## src/source/video_pkg.sv

```systemverilog
package video_pkg;

  // One grey pixel
  typedef logic [7:0] pixel_t;

  // Codes the octave stage understands
  // Any code not listed passes the first pixel of the pair
  typedef enum logic [3:0] {
    OP_AVG      = 4'd0,  // Floor average
    OP_ABS_DIFF = 4'd1,
    OP_MAX      = 4'd2,
    OP_MIN      = 4'd3
  } pair_op_e;

  // Frame configuration as sampled from the switches
  typedef struct packed {
    pair_op_e pair_op;
    logic     octave_select;  // 0 selects 2x output, 1 selects 4x output
  } pipe_config_t;

  // Word address with the buffer select in bit 17
  typedef logic [17:0] sram_addr_t;

  // Same 32 bits seen as raw data or as four pixel lanes
  typedef union packed {
    logic [31:0]      raw;
    pixel_t [3:0]     lanes;  // Lane 0 in the low byte
  } pixel_word_u;

  // Masked write toward the SRAM arbiter
  typedef struct packed {
    logic [3:0]  mask;  // One bit per lane
    sram_addr_t  addr;
    pixel_word_u data;
  } sram_write_t;

endpackage

```

## src/source/static_image.sv

```systemverilog
module static_image
  import video_pkg::*;
#(
  parameter int N_PIXEL     = 480000,
  parameter int FRAME_WIDTH = 800
) (
  input  logic   bg_clock,
  input  logic   reset,
  input  logic   source_start,
  output logic   source_start_ack,
  input  logic   source_ready,
  output pixel_t pixel,
  output logic   pixel_valid
);

  localparam int CW = $clog2(N_PIXEL + 1);
  localparam int XW = (FRAME_WIDTH > 1) ? $clog2(FRAME_WIDTH) : 1;
  localparam int RW = $clog2(N_PIXEL / FRAME_WIDTH + 2);

  logic          active;     // Frame still emitting
  logic [CW-1:0] count;
  logic [XW-1:0] column;
  logic [RW-1:0] row;
  logic [7:0]    pixel_sum;

  // Diagonal gradient
  assign pixel_sum = 8'(column) + 8'(row);

  always_ff @(posedge bg_clock) begin
    if (reset) begin
      source_start_ack <= 1'b0;
      active           <= 1'b0;
      pixel_valid      <= 1'b0;
      count            <= '0;
      column           <= '0;
      row              <= '0;
    end else begin
      pixel_valid <= 1'b0;
      if (!source_start_ack) begin
        if (source_start) begin
          source_start_ack <= 1'b1;
          active           <= 1'b1;
          count            <= '0;
          column           <= '0;
          row              <= '0;
        end
      end else if (active) begin
        if (source_ready) begin
          pixel_valid <= 1'b1;
          count       <= count + CW'(1);
          if (column == XW'(FRAME_WIDTH - 1)) begin
            column <= '0;
            row    <= row + RW'(1);
          end else begin
            column <= column + XW'(1);
          end
          if (count == CW'(N_PIXEL - 1)) active <= 1'b0;  // Last pixel of the frame
        end
      end else if (!source_start) begin
        source_start_ack <= 1'b0;  // Frame over and request gone
      end
    end
  end

  always_ff @(posedge bg_clock) begin
    if (active && source_ready) pixel <= pixel_sum;
  end

endmodule

```

## src/source/frame_config.sv

```systemverilog
module frame_config
  import video_pkg::*;
(
  input  logic         bg_clock,
  input  logic         reset,
  input  pair_op_e     pair_op,
  input  logic         octave_select,
  input  logic         frame_done,
  output pipe_config_t cfg,
  output logic         clear
);

  pipe_config_t sampled;
  logic         done_q;

  assign sampled.pair_op       = pair_op;
  assign sampled.octave_select = octave_select;

  // Settings only move between frames
  always_ff @(posedge bg_clock) begin
    if (reset) begin
      cfg    <= sampled;  // Take the switches as they stand
      clear  <= 1'b0;
      done_q <= 1'b0;
    end else begin
      done_q <= frame_done;
      clear  <= 1'b0;
      if (frame_done && !done_q && (sampled != cfg)) begin
        cfg   <= sampled;
        clear <= 1'b1;  // Flush half pairs in the octave stages
      end
    end
  end

endmodule

```

## src/source/octave_stage.sv

```systemverilog
module octave_stage
  import video_pkg::*;
(
  input  logic     bg_clock,
  input  logic     reset,
  input  logic     clear,
  input  pair_op_e pair_op,
  input  pixel_t   din,
  input  logic     din_valid,
  output pixel_t   dout,
  output logic     dout_valid,
  output pixel_t   next_octave_dout,
  output logic     next_octave_valid
);

  pixel_t     first;       // First pixel of the pair
  logic       have_first;
  logic [8:0] pair_sum;
  pixel_t     pair_avg;
  pixel_t     pair_max;
  pixel_t     pair_min;
  pixel_t     pair_result;
  logic       pair_done;

  assign pair_done = din_valid && have_first;

  assign pair_sum = {1'b0, first} + {1'b0, din};
  assign pair_avg = pair_sum[8:1];  // Floor average
  assign pair_max = (first > din) ? first : din;
  assign pair_min = (first > din) ? din : first;

  always_comb begin
    case (pair_op)
      OP_AVG:      pair_result = pair_avg;
      OP_ABS_DIFF: pair_result = pair_max - pair_min;
      OP_MAX:      pair_result = pair_max;
      OP_MIN:      pair_result = pair_min;
      default:     pair_result = first;
    endcase
  end

  always_ff @(posedge bg_clock) begin
    if (reset || clear) begin
      have_first        <= 1'b0;  // Drop any half pair
      dout_valid        <= 1'b0;
      next_octave_valid <= 1'b0;
    end else begin
      dout_valid        <= pair_done;
      next_octave_valid <= pair_done;
      if (din_valid) have_first <= !have_first;
    end
  end

  always_ff @(posedge bg_clock) begin
    if (din_valid && !have_first) first <= din;
    if (pair_done) begin
      dout             <= pair_result;
      next_octave_dout <= pair_avg;  // Half rate feed for the next octave
    end
  end

endmodule

```

## src/source/image_buffer_writer.sv

```systemverilog
module image_buffer_writer
  import video_pkg::*;
#(
  parameter int N_PIXEL = 480000
) (
  input  logic         bg_clock,
  input  logic         reset,
  input  logic         start,
  output logic         start_ack,
  output logic         done,
  input  logic         done_ack,
  input  logic         back_buffer,
  input  pipe_config_t cfg,
  output logic         source_start,
  input  logic         source_start_ack,
  output logic         source_ready,
  input  pixel_t       pixel,
  input  logic         pixel_valid,
  input  logic         frame_pixels,
  output sram_write_t  sram_write,
  output logic         sram_valid,
  input  logic         sram_ready
);

  localparam int CW = $clog2(N_PIXEL / 2 + 1);

  localparam logic [1:0] W_IDLE = 2'd0;
  localparam logic [1:0] W_RUN  = 2'd1;
  localparam logic [1:0] W_DONE = 2'd2;

  logic [1:0]    state;
  logic [CW-1:0] pix_count;
  logic [CW-1:0] pix_target;  // Pixels expected this frame
  logic [2:0]    lane_count;
  logic [16:0]   word_index;
  pixel_word_u   acc;

  logic          take;
  logic [CW-1:0] pix_count_next;
  logic [2:0]    lane_count_next;
  pixel_word_u   acc_next;
  logic          out_free;
  logic          all_in;
  logic          issue;
  logic [4:0]    mask_bits;

  // Accumulator as it stands after this cycle's pixel
  always_comb begin
    take            = (state == W_RUN) && pixel_valid && (lane_count < 3'd4);
    acc_next        = acc;
    lane_count_next = lane_count;
    pix_count_next  = pix_count;
    if (take) begin
      acc_next.lanes[lane_count[1:0]] = pixel;
      lane_count_next = lane_count + 3'd1;
      pix_count_next  = pix_count + CW'(1);
    end
  end

  assign out_free  = !sram_valid || sram_ready;
  assign all_in    = (state == W_RUN) && (pix_count_next == pix_target);
  assign issue     = (state == W_RUN) && out_free &&
                     ((lane_count_next == 3'd4) || (all_in && (lane_count_next != 3'd0)));
  assign mask_bits = (5'd1 << lane_count_next) - 5'd1;

  // At most one pixel can still be on its way once this drops
  assign source_ready = !(sram_valid && (lane_count >= 3'd3));

  always_ff @(posedge bg_clock) begin
    if (reset) begin
      state        <= W_IDLE;
      start_ack    <= 1'b0;
      done         <= 1'b0;
      source_start <= 1'b0;
      sram_valid   <= 1'b0;
      lane_count   <= '0;
      pix_count    <= '0;
      pix_target   <= '0;
      word_index   <= '0;
    end else begin
      if (start_ack && !start) start_ack <= 1'b0;
      if (source_start && source_start_ack) source_start <= 1'b0;
      if (sram_valid && sram_ready) sram_valid <= 1'b0;
      if (issue) sram_valid <= 1'b1;  // Overrides the accept above

      case (state)
        W_IDLE: begin
          if (start && !start_ack) begin
            start_ack    <= 1'b1;
            source_start <= 1'b1;
            lane_count   <= '0;
            pix_count    <= '0;
            word_index   <= '0;
            pix_target   <= cfg.octave_select ? CW'(N_PIXEL / 4) : CW'(N_PIXEL / 2);
            state        <= W_RUN;
          end
        end
        W_RUN: begin
          pix_count  <= pix_count_next;
          lane_count <= issue ? 3'd0 : lane_count_next;
          if (issue) word_index <= word_index + 17'd1;
          // Last word taken by the arbiter and source idle
          if ((pix_count == pix_target) && (lane_count == 3'd0) && !sram_valid &&
              !frame_pixels) begin
            done  <= 1'b1;
            state <= W_DONE;
          end
        end
        W_DONE: begin
          if (done_ack) begin
            done  <= 1'b0;
            state <= W_IDLE;
          end
        end
        default: state <= W_IDLE;
      endcase
    end
  end

  always_ff @(posedge bg_clock) begin
    if (issue) begin
      acc.raw         <= '0;
      sram_write.mask <= mask_bits[3:0];
      sram_write.addr <= {back_buffer, word_index};
      sram_write.data <= acc_next;
    end else if (take) begin
      acc <= acc_next;
    end
  end

endmodule

```

## src/source/swap_controller.sv

```systemverilog
module swap_controller (
  input  logic bg_clock,
  input  logic reset,
  output logic bg_start,
  input  logic bg_start_ack,
  input  logic bg_done,
  output logic bg_done_ack,
  output logic swap,
  input  logic swap_ack,
  output logic back_buffer
);

  localparam logic [2:0] S_START     = 3'd0;
  localparam logic [2:0] S_START_REL = 3'd1;
  localparam logic [2:0] S_WAIT_DONE = 3'd2;
  localparam logic [2:0] S_DONE_REL  = 3'd3;
  localparam logic [2:0] S_SWAP      = 3'd4;
  localparam logic [2:0] S_SWAP_REL  = 3'd5;

  logic [2:0] state;

  always_ff @(posedge bg_clock) begin
    if (reset) begin
      state       <= S_START;
      bg_start    <= 1'b0;
      bg_done_ack <= 1'b0;
      swap        <= 1'b0;
      back_buffer <= 1'b0;
    end else begin
      case (state)
        S_START: begin
          bg_start <= 1'b1;
          if (bg_start_ack) begin
            bg_start <= 1'b0;
            state    <= S_START_REL;
          end
        end
        S_START_REL: begin
          if (!bg_start_ack) state <= S_WAIT_DONE;  // Writer has let go
        end
        S_WAIT_DONE: begin
          if (bg_done) begin
            bg_done_ack <= 1'b1;
            state       <= S_DONE_REL;
          end
        end
        S_DONE_REL: begin
          if (!bg_done) begin
            bg_done_ack <= 1'b0;
            state       <= S_SWAP;
          end
        end
        S_SWAP: begin
          swap <= 1'b1;  // Ask the display side to flip
          if (swap_ack) begin
            swap  <= 1'b0;
            state <= S_SWAP_REL;
          end
        end
        S_SWAP_REL: begin
          if (!swap_ack) begin
            back_buffer <= !back_buffer;  // Draw into the buffer just released
            state       <= S_START;
          end
        end
        default: state <= S_START;
      endcase
    end
  end

endmodule

```

## src/source/bg_pipeline_top.sv

```systemverilog
module bg_pipeline_top
  import video_pkg::*;
#(
  parameter int N_PIXEL     = 480000,
  parameter int FRAME_WIDTH = 800
) (
  input  logic        bg_clock,
  input  logic        reset,
  input  pair_op_e    pair_op,
  input  logic        octave_select,
  output sram_write_t sram_write,
  output logic        sram_valid,
  input  logic        sram_ready,
  output logic        swap,
  input  logic        swap_ack
);

  logic         bg_start;
  logic         bg_start_ack;
  logic         bg_done;
  logic         bg_done_ack;
  logic         back_buffer;
  logic         source_start;
  logic         source_start_ack;
  logic         source_ready;
  pixel_t       src_pixel;
  logic         src_valid;
  pipe_config_t cfg;
  logic         stage_clear;
  pixel_t       oct2_pixel;
  logic         oct2_valid;
  pixel_t       mid_pixel;   // Averaged feed between octaves
  logic         mid_valid;
  pixel_t       oct4_pixel;
  logic         oct4_valid;
  pixel_t       wr_pixel;
  logic         wr_valid;

  swap_controller i_swap_controller (
    .bg_clock     (bg_clock),
    .reset        (reset),
    .bg_start     (bg_start),
    .bg_start_ack (bg_start_ack),
    .bg_done      (bg_done),
    .bg_done_ack  (bg_done_ack),
    .swap         (swap),
    .swap_ack     (swap_ack),
    .back_buffer  (back_buffer)
  );

  frame_config i_frame_config (
    .bg_clock      (bg_clock),
    .reset         (reset),
    .pair_op       (pair_op),
    .octave_select (octave_select),
    .frame_done    (bg_done),
    .cfg           (cfg),
    .clear         (stage_clear)
  );

  static_image #(
    .N_PIXEL     (N_PIXEL),
    .FRAME_WIDTH (FRAME_WIDTH)
  ) i_static_image (
    .bg_clock         (bg_clock),
    .reset            (reset),
    .source_start     (source_start),
    .source_start_ack (source_start_ack),
    .source_ready     (source_ready),
    .pixel            (src_pixel),
    .pixel_valid      (src_valid)
  );

  octave_stage i_octave_2x (
    .bg_clock          (bg_clock),
    .reset             (reset),
    .clear             (stage_clear),
    .pair_op           (cfg.pair_op),
    .din               (src_pixel),
    .din_valid         (src_valid),
    .dout              (oct2_pixel),
    .dout_valid        (oct2_valid),
    .next_octave_dout  (mid_pixel),
    .next_octave_valid (mid_valid)
  );

  octave_stage i_octave_4x (
    .bg_clock          (bg_clock),
    .reset             (reset),
    .clear             (stage_clear),
    .pair_op           (cfg.pair_op),
    .din               (mid_pixel),
    .din_valid         (mid_valid),
    .dout              (oct4_pixel),
    .dout_valid        (oct4_valid),
    .next_octave_dout  (),
    .next_octave_valid ()
  );

  assign wr_pixel = cfg.octave_select ? oct4_pixel : oct2_pixel;
  assign wr_valid = cfg.octave_select ? oct4_valid : oct2_valid;

  image_buffer_writer #(
    .N_PIXEL (N_PIXEL)
  ) i_image_buffer_writer (
    .bg_clock         (bg_clock),
    .reset            (reset),
    .start            (bg_start),
    .start_ack        (bg_start_ack),
    .done             (bg_done),
    .done_ack         (bg_done_ack),
    .back_buffer      (back_buffer),
    .cfg              (cfg),
    .source_start     (source_start),
    .source_start_ack (source_start_ack),
    .source_ready     (source_ready),
    .pixel            (wr_pixel),
    .pixel_valid      (wr_valid),
    .frame_pixels     (source_start_ack),  // Ack stays up while the source emits
    .sram_write       (sram_write),
    .sram_valid       (sram_valid),
    .sram_ready       (sram_ready)
  );

endmodule

```

## config.mk

```make
export PLATFORM = sky130hd
export DESIGN_NAME = bg_pipeline_top
export DESIGN_NICKNAME = d
export VERILOG_FILES = /design/src/source/video_pkg.sv /design/src/source/static_image.sv /design/src/source/frame_config.sv /design/src/source/octave_stage.sv /design/src/source/image_buffer_writer.sv /design/src/source/swap_controller.sv /design/src/source/bg_pipeline_top.sv
export SDC_FILE = /design/constraint.sdc
export NUM_CORES = 1
export LEC_CHECK = 0
export BUFFER_PORTS_ARGS = -buffer_cell sky130_fd_sc_hd__buf_2
export CORE_AREA = 2 2 193 195
export CTS_CLUSTER_SIZE = 12
export DETAILED_ROUTE_END_ITERATION = 8
export DIE_AREA = 0 0 195 197
export GPL_TIMING_DRIVEN = 0
export PLACE_DENSITY = 0.56
export SLEW_MARGIN = 20
export SYNTH_ARGS = -nofsm -noshare
export SYNTH_HDL_FRONTEND = slang
export SYNTH_SLANG_ARGS = --single-unit
export TNS_END_PERCENT = 20
```

## constraint.sdc

```tcl
create_clock -name bg_clock -period 4.27 [get_ports bg_clock]
set_input_delay 0 -clock bg_clock [delete_from_list [all_inputs] [get_ports bg_clock]]
set_output_delay 0 -clock bg_clock [all_outputs]
set_load 0.05 [all_outputs]
```

==> out/summary.md, run 1 <==
The flow ran to the end, and the final reports show no timing, DRC or antenna violations. TritonCTS built the clock tree. Compared with the post-synthesis result, the final layout area differs by 14.24%. Across all hold checks on the routed design, the worst slack comes to 0.2485 ns. The tools report the number of distinct library cells after synthesis as 82. The startpoint identified for the worst register-to-register timing path is i_octave_4x.first[4]$_DFFE_PP_. The tools report the sum of net half-perimeters after detailed placement as 22930 µm. In the synthesized netlist the dominant register cell turns out to be sky130_fd_sc_hd__dfxtp_1. The logs give 0.3612 for the relative max-transition margin and 0.3482 for the effective utilization at floorplan. First-pass detailed-route iteration total: 6. The DRC marker count from the first detailed-route iteration was 633; the global-route total usage across every layer was 0.1632. Measured along the x axis, the die boundary spans 195 µm. The post-synthesis sequential element count was 239; the arrival time of data at the critical path endpoint was 4.20 ns. The H-tree depth was 1. After routing, the total negative slack on setup checks comes to 0 ns.

The number of buffers inserted by port buffering was 64. VDD sags by at most 0.2819 mV. For this run the aggregate overflow at the end of global routing stands at 0. For the worst setup path, the data required time is 4.50 ns. The mean routed wirelength per cell is 16.34 µm. For this design, the sink count on the clock tree is 239. The run gives 59 as the maximum number of pins on one net before global-route repair. In the routed design, unresolved DRC markers number 0.

The layer flagged by global routing as most heavily used is met2. The instance count along the most critical hold path is 2, and the height of the die is 197 µm. The run gives 0 as the number of antenna violations at the first check in global routing. The logs give 38420 µm² for the floorplan die area and 0 for the number of pins exceeding their max-slew limit in the final report.

The post-CTS resize count is 0. The worst setup path is captured at a flip-flop. The type of the worst min-delay path is input pin to flip-flop.

The ratio of cells with drive above 1 in the final layout is 0.1031, and the residual antenna-violating net count after detailed routing is 0. The logs give 51340 µm for the global-route wire length before repair and 0 for the antenna cell count. Across the whole layout, storage elements account for 5856 µm².

The count of fill cells added during filler insertion was 3616. The fraction of met3 tracks used by global routing is 0.01728, and the later-pin clock latency in the skew report is 0.53 ns. The fraction of registers with async set/reset came out at 0. Averaged over all synthesized cells, the footprint is 9.459 µm². TritonCTS created 27 clock buffers.

Core area: 36260 µm². STA classifies the critical path startpoint as a flip-flop. The total number of yosys warnings was 0; the area of combinational cells with multiple inputs was 6230 µm². The routed design has 31420 µm of wire. The run gives 3 as the maximum clock insertion buffer count. Period utilization: 0.9302. The global-route track usage on met2 is 0.2643. After clock tree synthesis, the clock-pin slew on the worst setup and hold paths is 0.06 ns. Between clock sinks in the finished design, the worst skew comes to 0.01808 ns.

The met1 routing resource usage after global routing is 0.2300, and the post-synth net total is 1400. The logs give 0.4637 for the register area share after synthesis and 10110 for the total via count in the routed design. Setup repair after global routing left no endpoint under its margin. The run gives 65 as the I/O pin count. At the end of routability-driven placement, the weighted congestion stood at 0.9010.

The final count of negative-setup-slack endpoints was 0. The worst setup path is of the flip-flop to flip-flop kind. The final hold violation count is 0, and the worst-path maximum fanout is 9. The smallest clock period supported by the final layout is computed as 3.972 ns.

The worst-margin pin slew is 0.9494 ns, and the total power divided by cell area is 363.2 nW/µm². Number of instances in the synthesized netlist: 1335. The run gives 9772 as the via count of the first global-routing pass.

The synthesized netlist occupies a cell area of 12630 µm². In this run the static leakage power is 5.593 nW. In this run the core area contains 70 standard-cell rows. The number of nets in the layout is 1500, and the count of cells along the worst register-to-register path is 13. The via-per-instance ratio is 5.259. The origin of the worst setup path was i_octave_4x.first[4]$_DFFE_PP_. The count of flip-flops with a built-in enable after synthesis came out at 107. The worst hold path startpoint is pair_op[2]. Max-cap violations in this run came to 0. The tree is rooted in a sky130_fd_sc_hd__clkbuf_16.

For this run, the top clock speed supported by timing is 0.2518 GHz.
-- sequential cells by signal (all words and copies together) (netlist names), 5 cells and up --
register                          flops
i_static_image.count                 19
i_static_image.pixel                  8
i_image_buffer_writer.pix_count      18
i_octave_4x.dout                      8
i_image_buffer_writer.sram_write     54
i_static_image.column                10
i_octave_2x.dout                      8
i_static_image.row                    8
i_image_buffer_writer.acc            32
i_octave_2x.next_octave_dout          8
i_octave_2x.first                     8
i_frame_config.cfg                    5
i_octave_4x.first                     8
i_image_buffer_writer.word_index     17
-- cell usage in the layout (no fill, tap or decap), types with 31 or more instances in the layout --
cell,Yosys,routed
sky130_fd_sc_hd__nand4_1,31,31
sky130_fd_sc_hd__and3_1,51,51
sky130_fd_sc_hd__xor2_1,34,34
sky130_fd_sc_hd__xnor2_1,37,37
sky130_fd_sc_hd__edfxtp_1,107,107
sky130_fd_sc_hd__nor2_1,118,118
sky130_fd_sc_hd__o21ai_0,64,64
sky130_fd_sc_hd__nand3_1,38,38
sky130_fd_sc_hd__nand2_1,131,131
sky130_fd_sc_hd__mux2i_1,34,34
sky130_fd_sc_hd__clkbuf_1,54,61
sky130_fd_sc_hd__a21oi_1,70,70
sky130_fd_sc_hd__ha_1,53,53
sky130_fd_sc_hd__buf_2,10,74
sky130_fd_sc_hd__inv_1,64,64
sky130_fd_sc_hd__dfxtp_1,132,132
-- stage by stage --
stage / cells / setup WS (ns) / util / power (mW) / area (µm²)
4_1_cts: 1924 / 0.2111 / 0.3979 / 5.281 / 14430
3_5_place_dp: 1867 / 0.2404 / 0.3734 / 3.130 / 13540
2_1_floorplan: 1335 / 0.8661 / - / 2.948 / 12630
6_report: 1923 / 0.2981 / 0.3978 / 5.240 / 14430
5_1_grt: 1923 / 0.004349 / 0.3978 / 5.446 / 14430
3_3_place_gp: 1867 / 0.1614 / 0.3732 / 3.127 / 13530
-- synth_stat cells (all sizes together) (27+ instances only) --
master | n | area [µm²]
a21oi | 73 | 384.1
and3 | 52 | 330.3
clkbuf | 55 | 207.7
dfxtp | 132 | 2643
edfxtp | 107 | 3213
ha | 53 | 663.1
inv | 64 | 240.2
mux2i | 34 | 340.3
nand2 | 133 | 504.2
nand3 | 39 | 200.2
nand4 | 33 | 227.7
nor2 | 119 | 449.2
nor3 | 27 | 135.1
o21ai | 65 | 325.3
xnor2 | 38 | 340.3
xor2 | 34 | 297.8
-- area by class of cell --
class / instances / area share
multi-input cells: 961 / 0.4319
flip-flops and latches: 239 / 0.4059
clock buffers: 36 / 0.04987
well taps: 468 / 0.04059
repair buffers: 72 / 0.02776
plain buffers: 69 / 0.02073
inverters: 65 / 0.01691
clock inverters: 13 / 0.006332
-- timing repair --
item                       in CTS  in global routing
hold buffers                    8                  0
setup endpoints to repair       0                  2
hold endpoints to repair       14                  0
setup buffers                   0                  0
-- critical path, stage by stage (launching register included) --
cell and delay (ns):
sky130_fd_sc_hd__edfxtp_1 0.50, sky130_fd_sc_hd__ha_1 0.32, sky130_fd_sc_hd__clkbuf_1 0.30, sky130_fd_sc_hd__nand4_1 0.22
sky130_fd_sc_hd__or2_2 0.39, sky130_fd_sc_hd__o21a_1 0.11, sky130_fd_sc_hd__buf_2 0.19, sky130_fd_sc_hd__nor3_1 0.23
sky130_fd_sc_hd__a21oi_1 0.09, sky130_fd_sc_hd__ha_1 0.21, sky130_fd_sc_hd__or4_1 0.51, sky130_fd_sc_hd__and3_1 0.20
sky130_fd_sc_hd__a221oi_1 0.22, sky130_fd_sc_hd__o21ai_0 0.17
-- cell families after synthesis --
family / count (synthesis) / synth area share
flip-flops: 239 / 0.4637
XOR/XNOR: 72 / 0.05054
AO/OA/AOI/OAI: 278 / 0.1442
buffers and inverters: 135 / 0.04330
multiplexers: 40 / 0.03260
adder cells (fa/ha/maj): 56 / 0.05727
AND/OR/NAND/NOR: 515 / 0.2084
-- power breakdown --
part           total [mW]  internal, mW  switching [mW]
clock                2.15          1.24           0.908
sequential           2.46          2.42          0.0389
combinational       0.631         0.214           0.416
-- per-layer routing --
| layer | vias up | wire [µm] |
|---|---|---|
| met5 | - | 0 |
| met4 | 0 | 823 |
| met3 | 54 | 1351 |
| met2 | 261 | 13930 |
| met1 | 4776 | 15310 |
| li1 | 5022 | - |
-- final timing paths --
check                                                                       to  slack, ns
worst min-delay path                           i_frame_config.cfg[3]$_DFFE_PP_       0.25
worst max register to register                   i_octave_4x.dout[2]$_DFFE_PP_       0.30
worst max-delay path                             i_octave_4x.dout[2]$_DFFE_PP_       0.30
worst min register to register  i_image_buffer_writer.sram_write[42]$_DFFE_PP_       0.47
(Power assumes the default switching activity.)
==> run 2: changes to the inputs <==
==> constraint.sdc (replaced) <==
create_clock -name bg_clock -period 4.27 [get_ports bg_clock]
set_input_delay 0.2135 -clock bg_clock [delete_from_list [all_inputs] [get_ports bg_clock]]
set_output_delay 0.2135 -clock bg_clock [all_outputs]
set_load 0.05 [all_outputs]
==> run 2 against run 1 <==
Compared with the run above:
- global-route usage about the same
- clock-buffer cell count unchanged
- via count up 0.21%
- critical endpoint unchanged
- highest routed layer unchanged
==> out/summary.md, run 2 (synthesis results as in run 1) <==
The minimum hold slack was 0.1125 ns. The tool flagged a number of max-cap violations equal to 0. The largest registers in the layout are i_image_buffer_writer.sram_write x54, i_image_buffer_writer.acc x32, i_static_image.count x19.

For the final setup skew, the log shows 0.01539 ns. Count of buffers added by post-CTS timing repair for setup: 0. The worst path meets setup with 0.2981 ns of slack. The period utilization was 0.9302. Data on the critical path arrives at its endpoint at 4.20 ns. The signal on the critical path passes through inv_1 -> ha_1 -> clkbuf_1 -> nand4_1 -> or2_2 -> o21a_1 -> buf_2 -> nor3_1 -> a21oi_1 -> ha_1 -> or4_1 -> and3_1 -> a221oi_1 -> o21ai_0. The via count of the first global-routing pass came out at 9776.

At the pin with the least slew margin, the transition time is 0.9561 ns. The tools report the placement-stage worst setup slack as 0.2404 ns. Mean routed wirelength per cell: 16.38 µm. The startpoint identified for the worst register-to-register timing path is i_octave_2x.next_octave_dout[5]$_DFFE_PP_. The detailed router placed 10130 vias in this run.

Clock-pin slew was measured on the worst setup and hold paths at 0.06 ns. The cell type with the highest occurrence count on the critical path was sky130_fd_sc_hd__ha_1. The ratio of cells with drive above 1 in the final layout is 0.1032. Ranked by flip-flop count, first place goes to i_image_buffer_writer.sram_write. The sum of negative setup slack came out at 0 ns. The worst-case IR drop observed on VDD is 0.2818 mV. Counting I/O delays and the setup requirement, the final critical path takes 3.972 ns.

Leaving out fill and tap cells, the most frequent cells in the layout are 132 x sky130_fd_sc_hd__dfxtp_1, 131 x sky130_fd_sc_hd__nand2_1, 118 x sky130_fd_sc_hd__nor2_1. The start-to-end type of the worst setup path is flip-flop to flip-flop. The worst hold path belongs to the class input pin to flip-flop.

Setup repair after global routing left no endpoint under its margin. The run gives 5.238 mW as the total power draw. Global-route track usage on met2: 0.2643. The logs give 0.1633 for the global-route total usage across every layer and 27 for the total clock buffers created by CTS. The first global-routing pass estimated 51360 µm of wire.

For the number of antenna violations at the first check in global routing, the log shows 0. During I/O placement, the number of pins put on the boundary was 65. Summing all non-filler instances in the final layout gives an area of 14410 µm². The final hold violation count is 0, and the via-per-instance ratio is 5.275. Critical-path cell with the highest stage delay: sky130_fd_sc_hd__or4_1. The tree is rooted in a sky130_fd_sc_hd__clkbuf_16.

The number of cell rows is 70. The final standard cell utilization of the core was 0.3973; the maximum clock insertion buffer count was 3. The run gives 0 as the number of pins exceeding their max-slew limit in the final report. The die width is 195 µm, and the DRC marker count from the first detailed-route iteration is 600. The cell class contributing the biggest share of worst-path delay was simple AND/OR/NAND/NOR gates. For this run, the top clock speed supported by timing is 0.2518 GHz. The worst-path maximum fanout works out to 9. The worst setup path is launched from a flip-flop. The tools report the sum of net half-perimeters after detailed placement as 22930 µm.

The H-tree depth was 1. The antenna cell count was 0; the height of the die was 197 µm. The number of buffers inserted by port buffering works out to 64.

For the last weighted congestion value of the routability-driven placer, the log shows 0.9010. For this run, the post-layout net count is 1498. The critical path starts at i_octave_2x.next_octave_dout[5]$_DFFE_PP_. Entering global routing, the biggest net connects 59 pins. In this run the power density over the cells is 363.6 nW/µm². Excluding fillers, the count of instances in the completed layout stands at 1921. On the worst path, the slowest cell contributes a delay of 0.51 ns. The core region is 36260 µm². The later pin in the worst-skew pair is clocked with a latency of 0.53 ns. For the number of sinks driven by the clock tree, the log shows 239. TritonCTS built the clock tree.

The worst setup path is captured at a flip-flop. After filler insertion, the fill cell instance count of the layout stands at 3616. The flow ran to the end, and the final reports show no timing, DRC or antenna violations.

For the effective utilization at floorplan, the log shows 0.3482. The relative max-transition margin came out at 0.3567. For the number of placed cells counting well taps, the log shows 1867.

The die covers 38420 µm². Once placement finished, the instance area stood at 13540 µm². met2 is the most crowded layer.

Counting both buffers and inverters, the worst setup path holds a total of 3. Setup violations remaining at the end of the flow were counted as 0. The met1 routing resource usage after global routing was 0.2301. The residual antenna-violating net count after detailed routing came out at 0. For the worst setup path, the data required time is 4.50 ns. The most common cell after layout, fill and taps aside was sky130_fd_sc_hd__dfxtp_1. The analysis attributes to cell leakage a power of 5.584 nW.

For the total overflow reported by the global router, the log shows 0. The fraction of met3 tracks used by global routing came out at 0.01728. For the first-pass detailed-route iteration total, the log shows 7. The number of flip-flops under the largest register name works out to 54. The worst hold path begins at sram_ready. After detailed routing, the number of remaining DRC violations is 0.

For this block, the routed nets add up to 31460 µm of wire. The area growth from synthesis to layout is 14.08%.
[run 2: changes by cell type in the layout (fill, tap and decap cells not counted)]
cell and delta:
sky130_fd_sc_hd__dlygate4sd3_1 -2
[run 2: what timing repair did]
action	in CTS	in global routing
setup endpoints to repair	0	2
endpoints found under the hold margin	6	0
gates resized for setup	0	0
hold buffers	6	0
[run 2: routing by layer]
metal,part of all wire,routed length [µm],up-vias
met5,0,0,-
met4,0.026,824,0
met3,0.044,1385,55
met2,0.44,13970,259
met1,0.49,15280,4803
li1,-,-,5017
[run 2: final cells by class]
class	count	area [µm²]	share of cell area
multi-input cells	961	6230	0.4325
flip-flops and latches	239	5856	0.4065
clock buffers	36	719.4	0.04994
well taps	468	585.6	0.04065
repair buffers	70	380.4	0.02640
plain buffers	69	299.0	0.02076
inverters	65	244.0	0.01694
clock inverters	13	91.34	0.006341
[run 2: path summary, 6_finish.rpt]
check / endpoint / slack [ns] / depth (start not counted)
setup / recovery: i_octave_4x.dout[2]$_DFFE_PP_ / 0.30 / 14
hold / removal: i_image_buffer_writer.sram_valid$_SDFFE_PP0P_ / 0.11 / 3
setup reg to reg: i_octave_4x.dout[2]$_DFFE_PP_ / 0.30 / 14
hold reg to reg: i_image_buffer_writer.sram_write[42]$_DFFE_PP_ / 0.47 / 0
[run 2: power by group]
| part | leakage [nW] | switching [mW] | internal, mW | total [mW] |
|---|---|---|---|---|
| Combinational | 3.06 | 0.416 | 0.213 | 0.629 |
| Clock | 0.389 | 0.907 | 1.24 | 2.15 |
| Sequential | 2.13 | 0.0391 | 2.42 | 2.46 |
[run 2: tightest hold or removal path, cell delays in order]
cell and delay (ns):
sky130_fd_sc_hd__buf_2 0.08, sky130_fd_sc_hd__nand2b_1 0.18, sky130_fd_sc_hd__a31oi_1 0.09
